File: src/verilog/issue_defines.svh
/*
 * Sizing macros for the decode-and-issue slice
 * RV32I major opcodes used by the decoder
 */

`ifndef ISSUE_DEFINES_SVH
`define ISSUE_DEFINES_SVH

// Fetch queue entries and initial upstream credit count
`define FQ_DEPTH     4
// Credits granted by the execute stage after reset
`define OUT_CREDITS  3

// RV32I opcodes, bits [6:0] of the instruction word
`define OPC_LOAD     7'b0000011
`define OPC_STORE    7'b0100011
`define OPC_OP_IMM   7'b0010011
`define OPC_OP       7'b0110011
`define OPC_BRANCH   7'b1100011
`define OPC_JAL      7'b1101111
`define OPC_JALR     7'b1100111
`define OPC_LUI      7'b0110111

`endif
File: src/verilog/issue_pkg.sv
/*
 * Types shared by the decode-and-issue slice
 * Instruction word views, control flags, decoded instruction, issue slot
 */

`default_nettype none

package issue_pkg;

  ////////////////////////////////////////////////////////////////////
  // Instruction word
  ////////////////////////////////////////////////////////////////////

  // Register-register layout
  typedef struct packed {
    logic [6:0] funct7;
    logic [4:0] rs2;
    logic [4:0] rs1;
    logic [2:0] funct3;
    logic [4:0] rd;
    logic [6:0] opcode;
  } r_fmt_t;

  // Immediate layout where imm12 overlays funct7 and rs2
  typedef struct packed {
    logic [11:0] imm12;
    logic [4:0]  rs1;
    logic [2:0]  funct3;
    logic [4:0]  rd;
    logic [6:0]  opcode;
  } i_fmt_t;

  typedef union packed {
    r_fmt_t r_fmt;
    i_fmt_t i_fmt;
  } instr_word_u;

  ////////////////////////////////////////////////////////////////////
  // Decode results
  ////////////////////////////////////////////////////////////////////

  typedef struct packed {
    logic memread;
    logic regwrite;
    logic branch;
    logic alusrc;
    logic jalr;
  } ctrl_t;

  typedef struct packed {
    logic [4:0]  rs1;
    logic [4:0]  rs2;
    logic [4:0]  rd;
    // Immediate when alusrc, else zero-extended rs2 index
    logic [11:0] src2;
    ctrl_t       ctrl;
    logic [31:0] word;
  } dec_instr_t;

  // Destination of an instruction already issued
  typedef struct packed {
    logic [4:0] rd;
    logic       memread;
    logic       regwrite;
  } dest_rec_t;

  typedef struct packed {
    logic       bubble;
    dec_instr_t instr;
  } issue_slot_t;

endpackage : issue_pkg

`default_nettype wire

File: src/verilog/issue_stage_top.sv
/*
 * Decode-and-issue stage top level
 * Fetch queue, decoder, destination tracker, hazard block, issue port
 */

`default_nettype none

module issue_stage_top import issue_pkg::*; (
  input  logic        clk,
  input  logic        rst,
  input  logic        in_valid,
  input  instr_word_u in_word,
  output logic        in_credit,
  output logic        out_valid,
  output issue_slot_t out_slot,
  input  logic        out_credit
);

  logic        head_valid;
  instr_word_u head_word;
  dec_instr_t  dec;
  logic        zero1;
  logic        zero2;
  logic        zero3;
  logic        zero4;
  dest_rec_t   id_ex_rec;
  dest_rec_t   ex_mem_rec;
  logic        hz;
  logic        send;
  logic        pop;

  // Input side
  fetch_queue fetch_queue_i (
    .clk        (clk),
    .rst        (rst),
    .in_valid   (in_valid),
    .in_word    (in_word),
    .pop        (pop),
    .head_valid (head_valid),
    .head_word  (head_word),
    .in_credit  (in_credit)
  );

  instr_decoder instr_decoder_i (
    .head_word (head_word),
    .dec       (dec)
  );

  dest_tracker dest_tracker_i (
    .clk        (clk),
    .rst        (rst),
    .send       (send),
    .hz         (hz),
    .dec        (dec),
    .zero1      (zero1),
    .zero2      (zero2),
    .zero3      (zero3),
    .zero4      (zero4),
    .id_ex_rec  (id_ex_rec),
    .ex_mem_rec (ex_mem_rec)
  );

  // Head instruction plays the IF/ID role
  hazard hazard_i (
    .zero1          (zero1),
    .zero2          (zero2),
    .zero3          (zero3),
    .zero4          (zero4),
    .id_ex_memread  (id_ex_rec.memread),
    .id_ex_regwrite (id_ex_rec.regwrite),
    .ex_mem_memread (ex_mem_rec.memread),
    .if_id_branch   (dec.ctrl.branch),
    .if_id_alusrc   (dec.ctrl.alusrc),
    .if_id_jalr     (dec.ctrl.jalr),
    .hz             (hz)
  );

  // Output side
  issue_port issue_port_i (
    .clk        (clk),
    .rst        (rst),
    .head_valid (head_valid),
    .hz         (hz),
    .dec        (dec),
    .out_credit (out_credit),
    .send       (send),
    .pop        (pop),
    .out_valid  (out_valid),
    .out_slot   (out_slot)
  );

endmodule : issue_stage_top

`default_nettype wire

File: src/verilog/issue_port.sv
/*
 * Output-side credit counter and advance decision
 * Registered issue slot toward the execute stage
 */

`default_nettype none

`include "issue_defines.svh"

module issue_port import issue_pkg::*; (
  input  logic        clk,
  input  logic        rst,
  input  logic        head_valid,
  input  logic        hz,
  input  dec_instr_t  dec,
  input  logic        out_credit,
  output logic        send,
  output logic        pop,
  output logic        out_valid,
  output issue_slot_t out_slot
);

  localparam int CRED_W = $clog2(`OUT_CREDITS + 1);

  logic [CRED_W-1:0] credit;

  ////////////////////////////////////////////////////////////////////
  // Advance decision
  ////////////////////////////////////////////////////////////////////

  // A slot leaves when there is a head and a credit to spend
  assign send = head_valid && (credit != '0);
  // Head is consumed only when the slot is not a bubble
  assign pop  = send && !hz;

  ////////////////////////////////////////////////////////////////////
  // Credits and output register
  ////////////////////////////////////////////////////////////////////

  always_ff @(posedge clk) begin
    if (rst) begin
      credit    <= CRED_W'(`OUT_CREDITS);
      out_valid <= 1'b0;
    end else begin
      case ({send, out_credit})
        2'b10:   credit <= credit - 1'b1;
        2'b01:   credit <= credit + 1'b1;
        default: credit <= credit;
      endcase
      out_valid <= send;
    end
  end

  // Bubble slots still carry the decoded head for observation
  always_ff @(posedge clk) begin
    if (send) begin
      out_slot.bubble <= hz;
      out_slot.instr  <= dec;
    end
  end

endmodule : issue_port

`default_nettype wire

File: src/verilog/hazard.sv
/*
 * Stall decision for load-use and branch hazards
 */

`default_nettype none

module hazard (
  input  logic zero1,
  input  logic zero2,
  input  logic zero3,
  input  logic zero4,
  input  logic id_ex_memread,
  input  logic id_ex_regwrite,
  input  logic ex_mem_memread,
  input  logic if_id_branch,
  input  logic if_id_alusrc,
  input  logic if_id_jalr,
  output logic hz
);

  logic rs2_live;
  logic dep_id_ex;
  logic dep_ex_mem;
  logic load_use;
  logic branch_dep;

  // rs2 is not a source for immediate forms or JALR
  assign rs2_live = !(if_id_alusrc || if_id_jalr);

  // Dependency on the instruction one slot ahead
  assign dep_id_ex  = zero1 || (zero2 && rs2_live);
  // Dependency on the instruction two slots ahead
  assign dep_ex_mem = zero3 || (zero4 && rs2_live);

  assign load_use   = dep_id_ex && id_ex_memread;
  // Branches resolve early, so they also wait on ALU results and older loads
  assign branch_dep = if_id_branch &&
                      ((dep_id_ex && id_ex_regwrite) || (dep_ex_mem && ex_mem_memread));

  assign hz = load_use || branch_dep;

endmodule : hazard

`default_nettype wire

File: src/verilog/dest_tracker.sv
/*
 * Destinations of the two instructions in flight (ID/EX, EX/MEM)
 * Source against destination match flags for the hazard block
 */

`default_nettype none

module dest_tracker import issue_pkg::*; (
  input  logic       clk,
  input  logic       rst,
  input  logic       send,
  input  logic       hz,
  input  dec_instr_t dec,
  output logic       zero1,
  output logic       zero2,
  output logic       zero3,
  output logic       zero4,
  output dest_rec_t  id_ex_rec,
  output dest_rec_t  ex_mem_rec
);

  dest_rec_t cur_rec;

  // Record of the head instruction is empty when a bubble goes out
  always_comb begin
    cur_rec = '0;
    if (!hz) begin
      cur_rec.rd       = dec.rd;
      cur_rec.memread  = dec.ctrl.memread;
      cur_rec.regwrite = dec.ctrl.regwrite;
    end
  end

  // Shift only when a slot leaves so a credit stall freezes both
  always_ff @(posedge clk) begin
    if (rst) begin
      id_ex_rec  <= '0;
      ex_mem_rec <= '0;
    end else if (send) begin
      ex_mem_rec <= id_ex_rec;
      id_ex_rec  <= cur_rec;
    end
  end

  // x0 never creates a dependency
  assign zero1 = (id_ex_rec.rd != 5'd0) && (dec.rs1 == id_ex_rec.rd);
  assign zero2 = (id_ex_rec.rd != 5'd0) && (dec.rs2 == id_ex_rec.rd);
  assign zero3 = (ex_mem_rec.rd != 5'd0) && (dec.rs1 == ex_mem_rec.rd);
  assign zero4 = (ex_mem_rec.rd != 5'd0) && (dec.rs2 == ex_mem_rec.rd);

endmodule : dest_tracker

`default_nettype wire

File: src/verilog/instr_decoder.sv
/*
 * Combinational decode of the queue head
 * Register indices, second operand and control flags
 */

`default_nettype none

`include "issue_defines.svh"

module instr_decoder import issue_pkg::*; (
  input  instr_word_u head_word,
  output dec_instr_t  dec
);

  ctrl_t ctrl;

  // Opcode to control flags
  always_comb begin
    ctrl = '0;
    case (head_word.r_fmt.opcode)
      `OPC_LOAD: begin
        ctrl.memread  = 1'b1;
        ctrl.regwrite = 1'b1;
        ctrl.alusrc   = 1'b1;
      end
      `OPC_OP_IMM, `OPC_LUI: begin
        ctrl.regwrite = 1'b1;
        ctrl.alusrc   = 1'b1;
      end
      `OPC_STORE:  ctrl.alusrc   = 1'b1;
      `OPC_OP:     ctrl.regwrite = 1'b1;
      `OPC_BRANCH: ctrl.branch   = 1'b1;
      `OPC_JAL:    ctrl.regwrite = 1'b1;
      `OPC_JALR: begin
        ctrl.regwrite = 1'b1;
        ctrl.branch   = 1'b1;
        ctrl.jalr     = 1'b1;
      end
      // Unknown opcodes decode as a no-op
      default: ctrl = '0;
    endcase
  end

  // Register fields sit at the same place in both views
  assign dec.rs1  = head_word.r_fmt.rs1;
  assign dec.rs2  = head_word.r_fmt.rs2;
  assign dec.rd   = head_word.r_fmt.rd;
  // Second operand read through whichever view applies
  assign dec.src2 = ctrl.alusrc ? head_word.i_fmt.imm12 : {7'd0, head_word.r_fmt.rs2};
  assign dec.ctrl = ctrl;
  assign dec.word = head_word;

endmodule : instr_decoder

`default_nettype wire

File: src/verilog/fetch_queue.sv
/*
 * Input-side instruction FIFO
 * One registered credit goes back upstream for each popped entry
 */

`default_nettype none

`include "issue_defines.svh"

module fetch_queue import issue_pkg::*; (
  input  logic        clk,
  input  logic        rst,
  input  logic        in_valid,
  input  instr_word_u in_word,
  input  logic        pop,
  output logic        head_valid,
  output instr_word_u head_word,
  output logic        in_credit
);

  localparam int PTR_W = $clog2(`FQ_DEPTH);
  localparam int CNT_W = $clog2(`FQ_DEPTH + 1);

  // Word storage
  instr_word_u      mem [`FQ_DEPTH];
  logic [PTR_W-1:0] wr_ptr;
  logic [PTR_W-1:0] rd_ptr;
  logic [CNT_W-1:0] count;

  // Pointer advance with wrap for non power-of-two depths
  function automatic logic [PTR_W-1:0] ptr_next(input logic [PTR_W-1:0] p);
    return (p == PTR_W'(`FQ_DEPTH - 1)) ? '0 : p + 1'b1;
  endfunction

  always_ff @(posedge clk) begin
    if (in_valid) begin
      mem[wr_ptr] <= in_word;
    end
  end

  always_ff @(posedge clk) begin
    if (rst) begin
      wr_ptr    <= '0;
      rd_ptr    <= '0;
      count     <= '0;
      in_credit <= 1'b0;
    end else begin
      if (in_valid) wr_ptr <= ptr_next(wr_ptr);
      if (pop)      rd_ptr <= ptr_next(rd_ptr);
      // Upstream credits rule out overflow and a pop only comes with a valid head
      case ({in_valid, pop})
        2'b10:   count <= count + 1'b1;
        2'b01:   count <= count - 1'b1;
        default: count <= count;
      endcase
      // Credit pulse one cycle after the pop
      in_credit <= pop;
    end
  end

  assign head_valid = (count != '0);
  assign head_word  = mem[rd_ptr];

endmodule : fetch_queue

`default_nettype wire

File: config.mk
export PLATFORM = sky130hd
export DESIGN_NAME = issue_stage_top
export DESIGN_NICKNAME = d
export VERILOG_FILES = /design/src/verilog/issue_pkg.sv /design/src/verilog/issue_stage_top.sv /design/src/verilog/issue_port.sv /design/src/verilog/hazard.sv /design/src/verilog/dest_tracker.sv /design/src/verilog/instr_decoder.sv /design/src/verilog/fetch_queue.sv
export VERILOG_INCLUDE_DIRS = /design/src /design/src/verilog
export SDC_FILE = /design/constraint.sdc
export NUM_CORES = 1
export LEC_CHECK = 0
export ABC_AREA = 1
export BUFFER_PORTS_ARGS = -buffer_cell sky130_fd_sc_hd__buf_4
export CAP_MARGIN = 20
export CELL_PAD_IN_SITES_DETAIL_PLACEMENT = 1
export CELL_PAD_IN_SITES_GLOBAL_PLACEMENT = 1
export CORE_MARGIN = 3
export CORE_UTILIZATION = 40
export DETAILED_ROUTE_END_ITERATION = 7
export GPL_TIMING_DRIVEN = 0
export PLACE_DENSITY = 0.78
export RECOVER_POWER = 50
export REMOVE_ABC_BUFFERS = 1
export SLEW_MARGIN = 10
export SYNTH_ARGS = -nofsm -noshare
export SYNTH_HDL_FRONTEND = slang
export SYNTH_SLANG_ARGS = --single-unit
File: constraint.sdc
create_clock -name clk -period 2.83 [get_ports clk]
set_input_delay 0.566 -clock clk [delete_from_list [all_inputs] [get_ports clk]]
set_output_delay 0.566 -clock clk [all_outputs]
set_load 0.1 [all_outputs]
== Yosys cells after proc, flatten, opt, wreduce, memory -nomap -nowiden ==
Memory sizes are Yosys's and may differ from the RTL's. A register that Yosys moved wholly into a read port is not among the register bits.
Index checks and enable logic that the tools add are counted.
Storage, ports and cells
  logic and storage cells: 90
  bits in writable memories: 128
  output and inout bits: 67
  bits of input ports: 36
  register bits: 89
  memories: 1
Memories
  fetch_queue_i.mem: depth 4, bits a word 32, read ports 1, clocked after memory_dff 1, write ports 1, line fetch_queue.sv:25  | instr_word_u mem [`FQ_DEPTH];
Operators by class
  reductions and logical operators: 28
  eq/ne operators: 18
  multiplexer cells: 14
  add/sub/neg operators: 6
Operators by type and width (count)
  $eq 7x6->1 const B: 3
  $eq 7x7->1 const B: 3
  $eq 5x5->1: 4
  $logic_and 1x1->1: 12
  $reduce_bool 5->1: 2
  $eq 2x2->1 const B: 4
  $mux 2: 4
  $eq 7x2->1 const B: 1
  $eq 7x5->1 const B: 1
  $mux 1: 7
  $mux 7: 1
  $add 2x1->2 const B: 3
  $pmux 3 s2: 1
  $reduce_bool 2->1: 3
  $reduce_or 6->1: 1
  $logic_or 1x1->1: 5
  $eq 2x1->1 const B: 2
  $pmux 2 s2: 1
  $reduce_or 4->1: 1
  $add 3x1->3 const B: 1
  $reduce_bool 3->1: 1
  $sub 3x1->3 const B: 1
  $logic_not 1->1: 2
  $reduce_or 2->1: 1
  $sub 2x1->2 const B: 1

== Longest topological paths before layout ==
  depth in word-level cells: 15
  depth in mapped cells: 24
  depth with buffers taken out: 23

== By module ==
Synthesis repeated with hierarchy kept, for this count alone.
Unflattened totals
  cells, all modules: 722
  area, all modules: 8932.3 um2
Modules (own cells, without submodules)
  fetch_queue: area an instance 5258.8 um2, cells an instance 371, times used 1, seq. area each 4043.9 um2
  issue_port: area an instance 2103.3 um2, cells an instance 86, times used 1, seq. area each 2011.9 um2
  dest_tracker: area an instance 888.4 um2, cells an instance 145, times used 1, seq. area each 280.3 um2
  instr_decoder: area an instance 630.6 um2, cells an instance 107, times used 1, seq. area each 0.0 um2
  hazard: area an instance 51.3 um2, cells an instance 13, times used 1, seq. area each 0.0 um2

== Worst setup path before layout ==
No wires, ideal clock.
  path kind: reg-to-reg
  start: reg (tool-made name)
  end: reg fetch_queue_i.count[2]
  data arrival time: 2.596 ns
  period minus slack after synthesis: 2.666 ns
  data required time: 2.760 ns
  setup time: 0.070 ns
  cell stages (with the launch flop): 22
  path buffers: 2
  setup slack: 0.164 ns
  cell sequence: dfxtp_1 -> inv_2 -> buf_4 -> buf_2 -> nand2_1 -> nand3_1 -> nand2_1 -> xor2_1 -> a21oi_1 -> nand3_1 -> nand2_1 -> nand2_1 -> nand2_1 -> nand2_1 -> nand3_1 -> inv_1 -> ha_1 -> fa_1 -> a21oi_1 -> o21a_1 -> o21ai_0 -> a21oi_1
RTL lines
  to (signal assigned): line fetch_queue.sv:52  | 2'b10: count <= count + 1'b1;
  to (signal assigned): line fetch_queue.sv:53  | 2'b01: count <= count - 1'b1;
  to (signal assigned): line fetch_queue.sv:54  | default: count <= count;
  to (decl): line fetch_queue.sv:28  | logic [CNT_W-1:0] count;

==> flow_metrics.py <==
metrics = {
    "critical_path": {
        "worstPathRequired_ns": 3.19,
        "crit_path_max_fanout": 8,
        "cp_num_buf_inv": 13,
        "crit_path_end_kind": "flop",
        "path_cells": "buf_16, inv_16, nand2_1, nand3_1, nand2_2, inv_2, nor2_4, nand2_4, buf_4, buf_4, buf_4, buf_4, buf_4, buf_4, buf_4, buf_4, buf_4, buf_4, o2111ai_4, nand4_1, a21oi_2",
        "cpPeakStageDelay_ns": 0.46,
        "r2r_cells": 21,
        "crit_top_cell": "buf_4",
        "path_class": "flop to flop",
        "crit_arrival_ns": 3.56,
        "cp.depth": 21,
        "cp-start-kind": "flop",
        "crit_path_top_delay_cell": "dfxtp_4",
        "path_delay_family": "buffers and inverters",
    },
    "cells_and_area": {
        "drive_gt1_frac": 0.321,
        "syn2layout_area_growth_pct": 32.0,
        "fin_nets": 890,
        "diodes": 0,
    },
    "sta": {
        "holdWs_ns": 0.385,
        "slew_viol_final": 0,
        "maxSlewHeadroom": 0.597,
        "maxClockFrequency_mhz": 313,
        "fin_crit_ns": 3.19,
        "clock_skew_ns": 0.00976,
        "rsz0062_at_grt": "true",
        "min_period_over_period": 1.13,
        "setup_viol": 4,
        "hold_viol_final": 0,
        "tightest_slew_ns": 0.603,
        "worst_slack_ns": -0.365,
    },
    "logic_synthesis": {
        "synth_area_sq_mm": 0.00805,
        "synth_top_area_frac": 0.645,
        "yosysWarnings": 0,
        "async_reset_ff_frac": 0,
        "synth_top_area_cell": "edfxtp_1",
        "avgSynthCellArea_sq_um": 11.4,
        "syn_inst": 704,
        "ys_types": 26,
        "synth_flop_cell": "edfxtp_1",
        "synth_area_leaders": "edfxtp_1 65%, nand2_1 8.0%, dfxtp_1 6.5%",
        "synth.yosys.seq_area_share": 0.710,
        "synth-seq-cells": 199,
        "synth_edf_count": 173,
    },
    "die": {
        "die_h_um": 148,
        "core_area_sq_mm": 0.0196,
        "die_area_sq_mm": 0.0219,
        "start_util": 0.411,
        "die_w_um": 148,
        "num_io_pins": 103,
        "row_count": 51,
    },
    "status": {
        "violations": "setup timing",
        "run_status": "finished with violations",
    },
    "worst_hold_path": {
        "whs_path_depth": 1,
        "min_path_type": "input port to flop",
    },
    "clock_tree": {
        "clk_pin_slew_worst_paths_ns": 0.07,
        "cts_sinks": 199,
        "cts_buffer_depth": 2,
        "hold_buffers": 0,
        "cts_tree": "yes",
        "ctsRootBufferMaster": "clkbuf_16",
        "cts_buffers": 17,
        "cts-htree-levels": 4,
        "clock_latency_ns": 0.44,
    },
    "detailed_routing": {
        "routed_wl_mm": 24.1,
        "dr.pass1.iters": 5,
        "drc_errors": 0,
        "wl_per_cell_um": 21.4,
        "drt-initial-drc-count": 372,
        "routed_via_density": 5.29,
        "antenna_left": 0,
        "vias": 5949,
    },
    "global_route": {
        "track_usage": 0.213,
        "grt_overflow": 0,
        "grt_max_degree": 36,
        "grt_pass1_wl_mm": 35.3,
        "grt_pass1_vias": 6330,
        "antenna_found_initial": 0,
    },
    "placement": {
        "place_hpwl_mm": 12.5,
        "finalWeightedCongestion": 0.819,
        "io_buffers": 102,
    },
    "run": {
        "drv_cap": 0,
    },
}
==> sequential cells by signal (all words and copies together) (netlist names), named ones only <==
signal	cells
fetch_queue_i.mem	128
dest_tracker_i.ex_mem_rec	6
issue_port_i.out_valid	1
fetch_queue_i.in_credit	1
fetch_queue_i.rd_ptr	2
fetch_queue_i.wr_ptr	2
issue_port_i.out_slot	45
fetch_queue_i.count	3
dest_tracker_i.id_ex_rec	7
issue_port_i.credit	2
==> cell usage after synthesis (8+ instances only) <==
library cell / count
a21oi_1: 25
nor2_1: 56
edfxtp_1: 173
o21ai_0: 46
inv_1: 57
dfxtp_1: 26
buf_4: 26
o22ai_1: 17
nand4_1: 9
nand2_1: 171
nand3_1: 52
buf_2: 8
clkbuf_1: 13
==> final timing paths <==
path / startpoint / slack [ns] / to
setup / recovery: flop / -0.36 / dest_tracker_i.id_ex_rec[0]$_SDFFE_PP0P_
hold / removal: in_word[0] / 0.39 / fetch_queue_i.mem[3][0]$_DFFE_PP_
setup reg to reg: flop / -0.36 / dest_tracker_i.id_ex_rec[0]$_SDFFE_PP0P_
hold reg to reg: fetch_queue_i.count[2]$_SDFFE_PP0P_ / 0.48 / fetch_queue_i.count[2]$_SDFFE_PP0P_
==> layout make-up <==
| class | count | area [sq um] |
|---|---|---|
| fillers | 2026 | 8960 |
| flip-flops and latches | 199 | 5720 |
| multi-input cells | 396 | 2340 |
| repair buffers | 166 | 1350 |
| clock buffers | 18 | 429 |
| well taps | 265 | 332 |
| inverters | 61 | 250 |
| clock inverters | 14 | 133 |
| repair inverters | 5 | 76.3 |
==> cells in the final DEF (no fill, tap or decap), types with 5 or more instances in the layout <==
| cell type | synthesis | routed |
|---|---|---|
| nand3_4 | 0 | 5 |
| nor2_1 | 56 | 48 |
| clkinv_1 | 1 | 5 |
| nand2_2 | 0 | 33 |
| nand3_1 | 52 | 28 |
| buf_4 | 26 | 115 |
| clkbuf_16 | 0 | 18 |
| ha_1 | 7 | 6 |
| edfxtp_1 | 173 | 173 |
| nand3_2 | 0 | 19 |
| nand2_4 | 0 | 23 |
| inv_2 | 3 | 7 |
| o22ai_1 | 17 | 17 |
| nand4_1 | 9 | 9 |
| buf_12 | 0 | 7 |
| clkbuf_1 | 13 | 33 |
| buf_6 | 0 | 6 |
| nor2_2 | 1 | 5 |
| dfxtp_1 | 26 | 24 |
| nand2_1 | 171 | 115 |
| inv_1 | 57 | 51 |
| a21oi_1 | 25 | 22 |
| o21ai_0 | 46 | 43 |
==> stage by stage <==
stage               instance area [sq um]  instances  setup slack (ns)  TNS, ns  utilization
CTS                                 10300       1114            -0.253   -0.813        0.526
detailed placement                   8990       1029             -1.96   -20.38        0.459
global route                        10600       1124            -0.451    -1.46        0.543
global placement                     8860       1023             -3.52  -188.98        0.452
finish                              10600       1124            -0.365   -0.960        0.543
floorplan                            7760        656             -1.54   -18.94            -
==> timing repair <==
action                                  4_1_cts  5_1_grt
pin swaps                                    13       40
cloned                                        8        2
endpoints found under the setup margin       27        6
gates resized for setup                      77       88
buffers inserted                             45       14
==> kinds of logic (layout without fill, tap and decap cells) <==
kind of cell | Yosys count | in the layout | synth area share
adders and majority gates | 8 | 8 | 0.0134
DFF | 199 | 199 | 0.710
AOI/OAI and AO/OA | 92 | 92 | 0.0612
buffers and inverters | 109 | 264 | 0.0642
xor gates and xnor gates | 2 | 2 | 0.00218
and+or+nand+nor | 294 | 294 | 0.149
==> metal layers <==
metal	routed length, um	GRT usage	vias up	share of wire
met5	0	0	-	0
met4	817	0.102	0	0.034
met3	1120	0.0383	56	0.047
met2	12900	0.380	197	0.53
met1	9280	0.249	3008	0.39
li1	-	-	2688	-
Power is not shown: default switching activity piles up to over one toggle a cycle in this logic, so the estimate is an artifact.
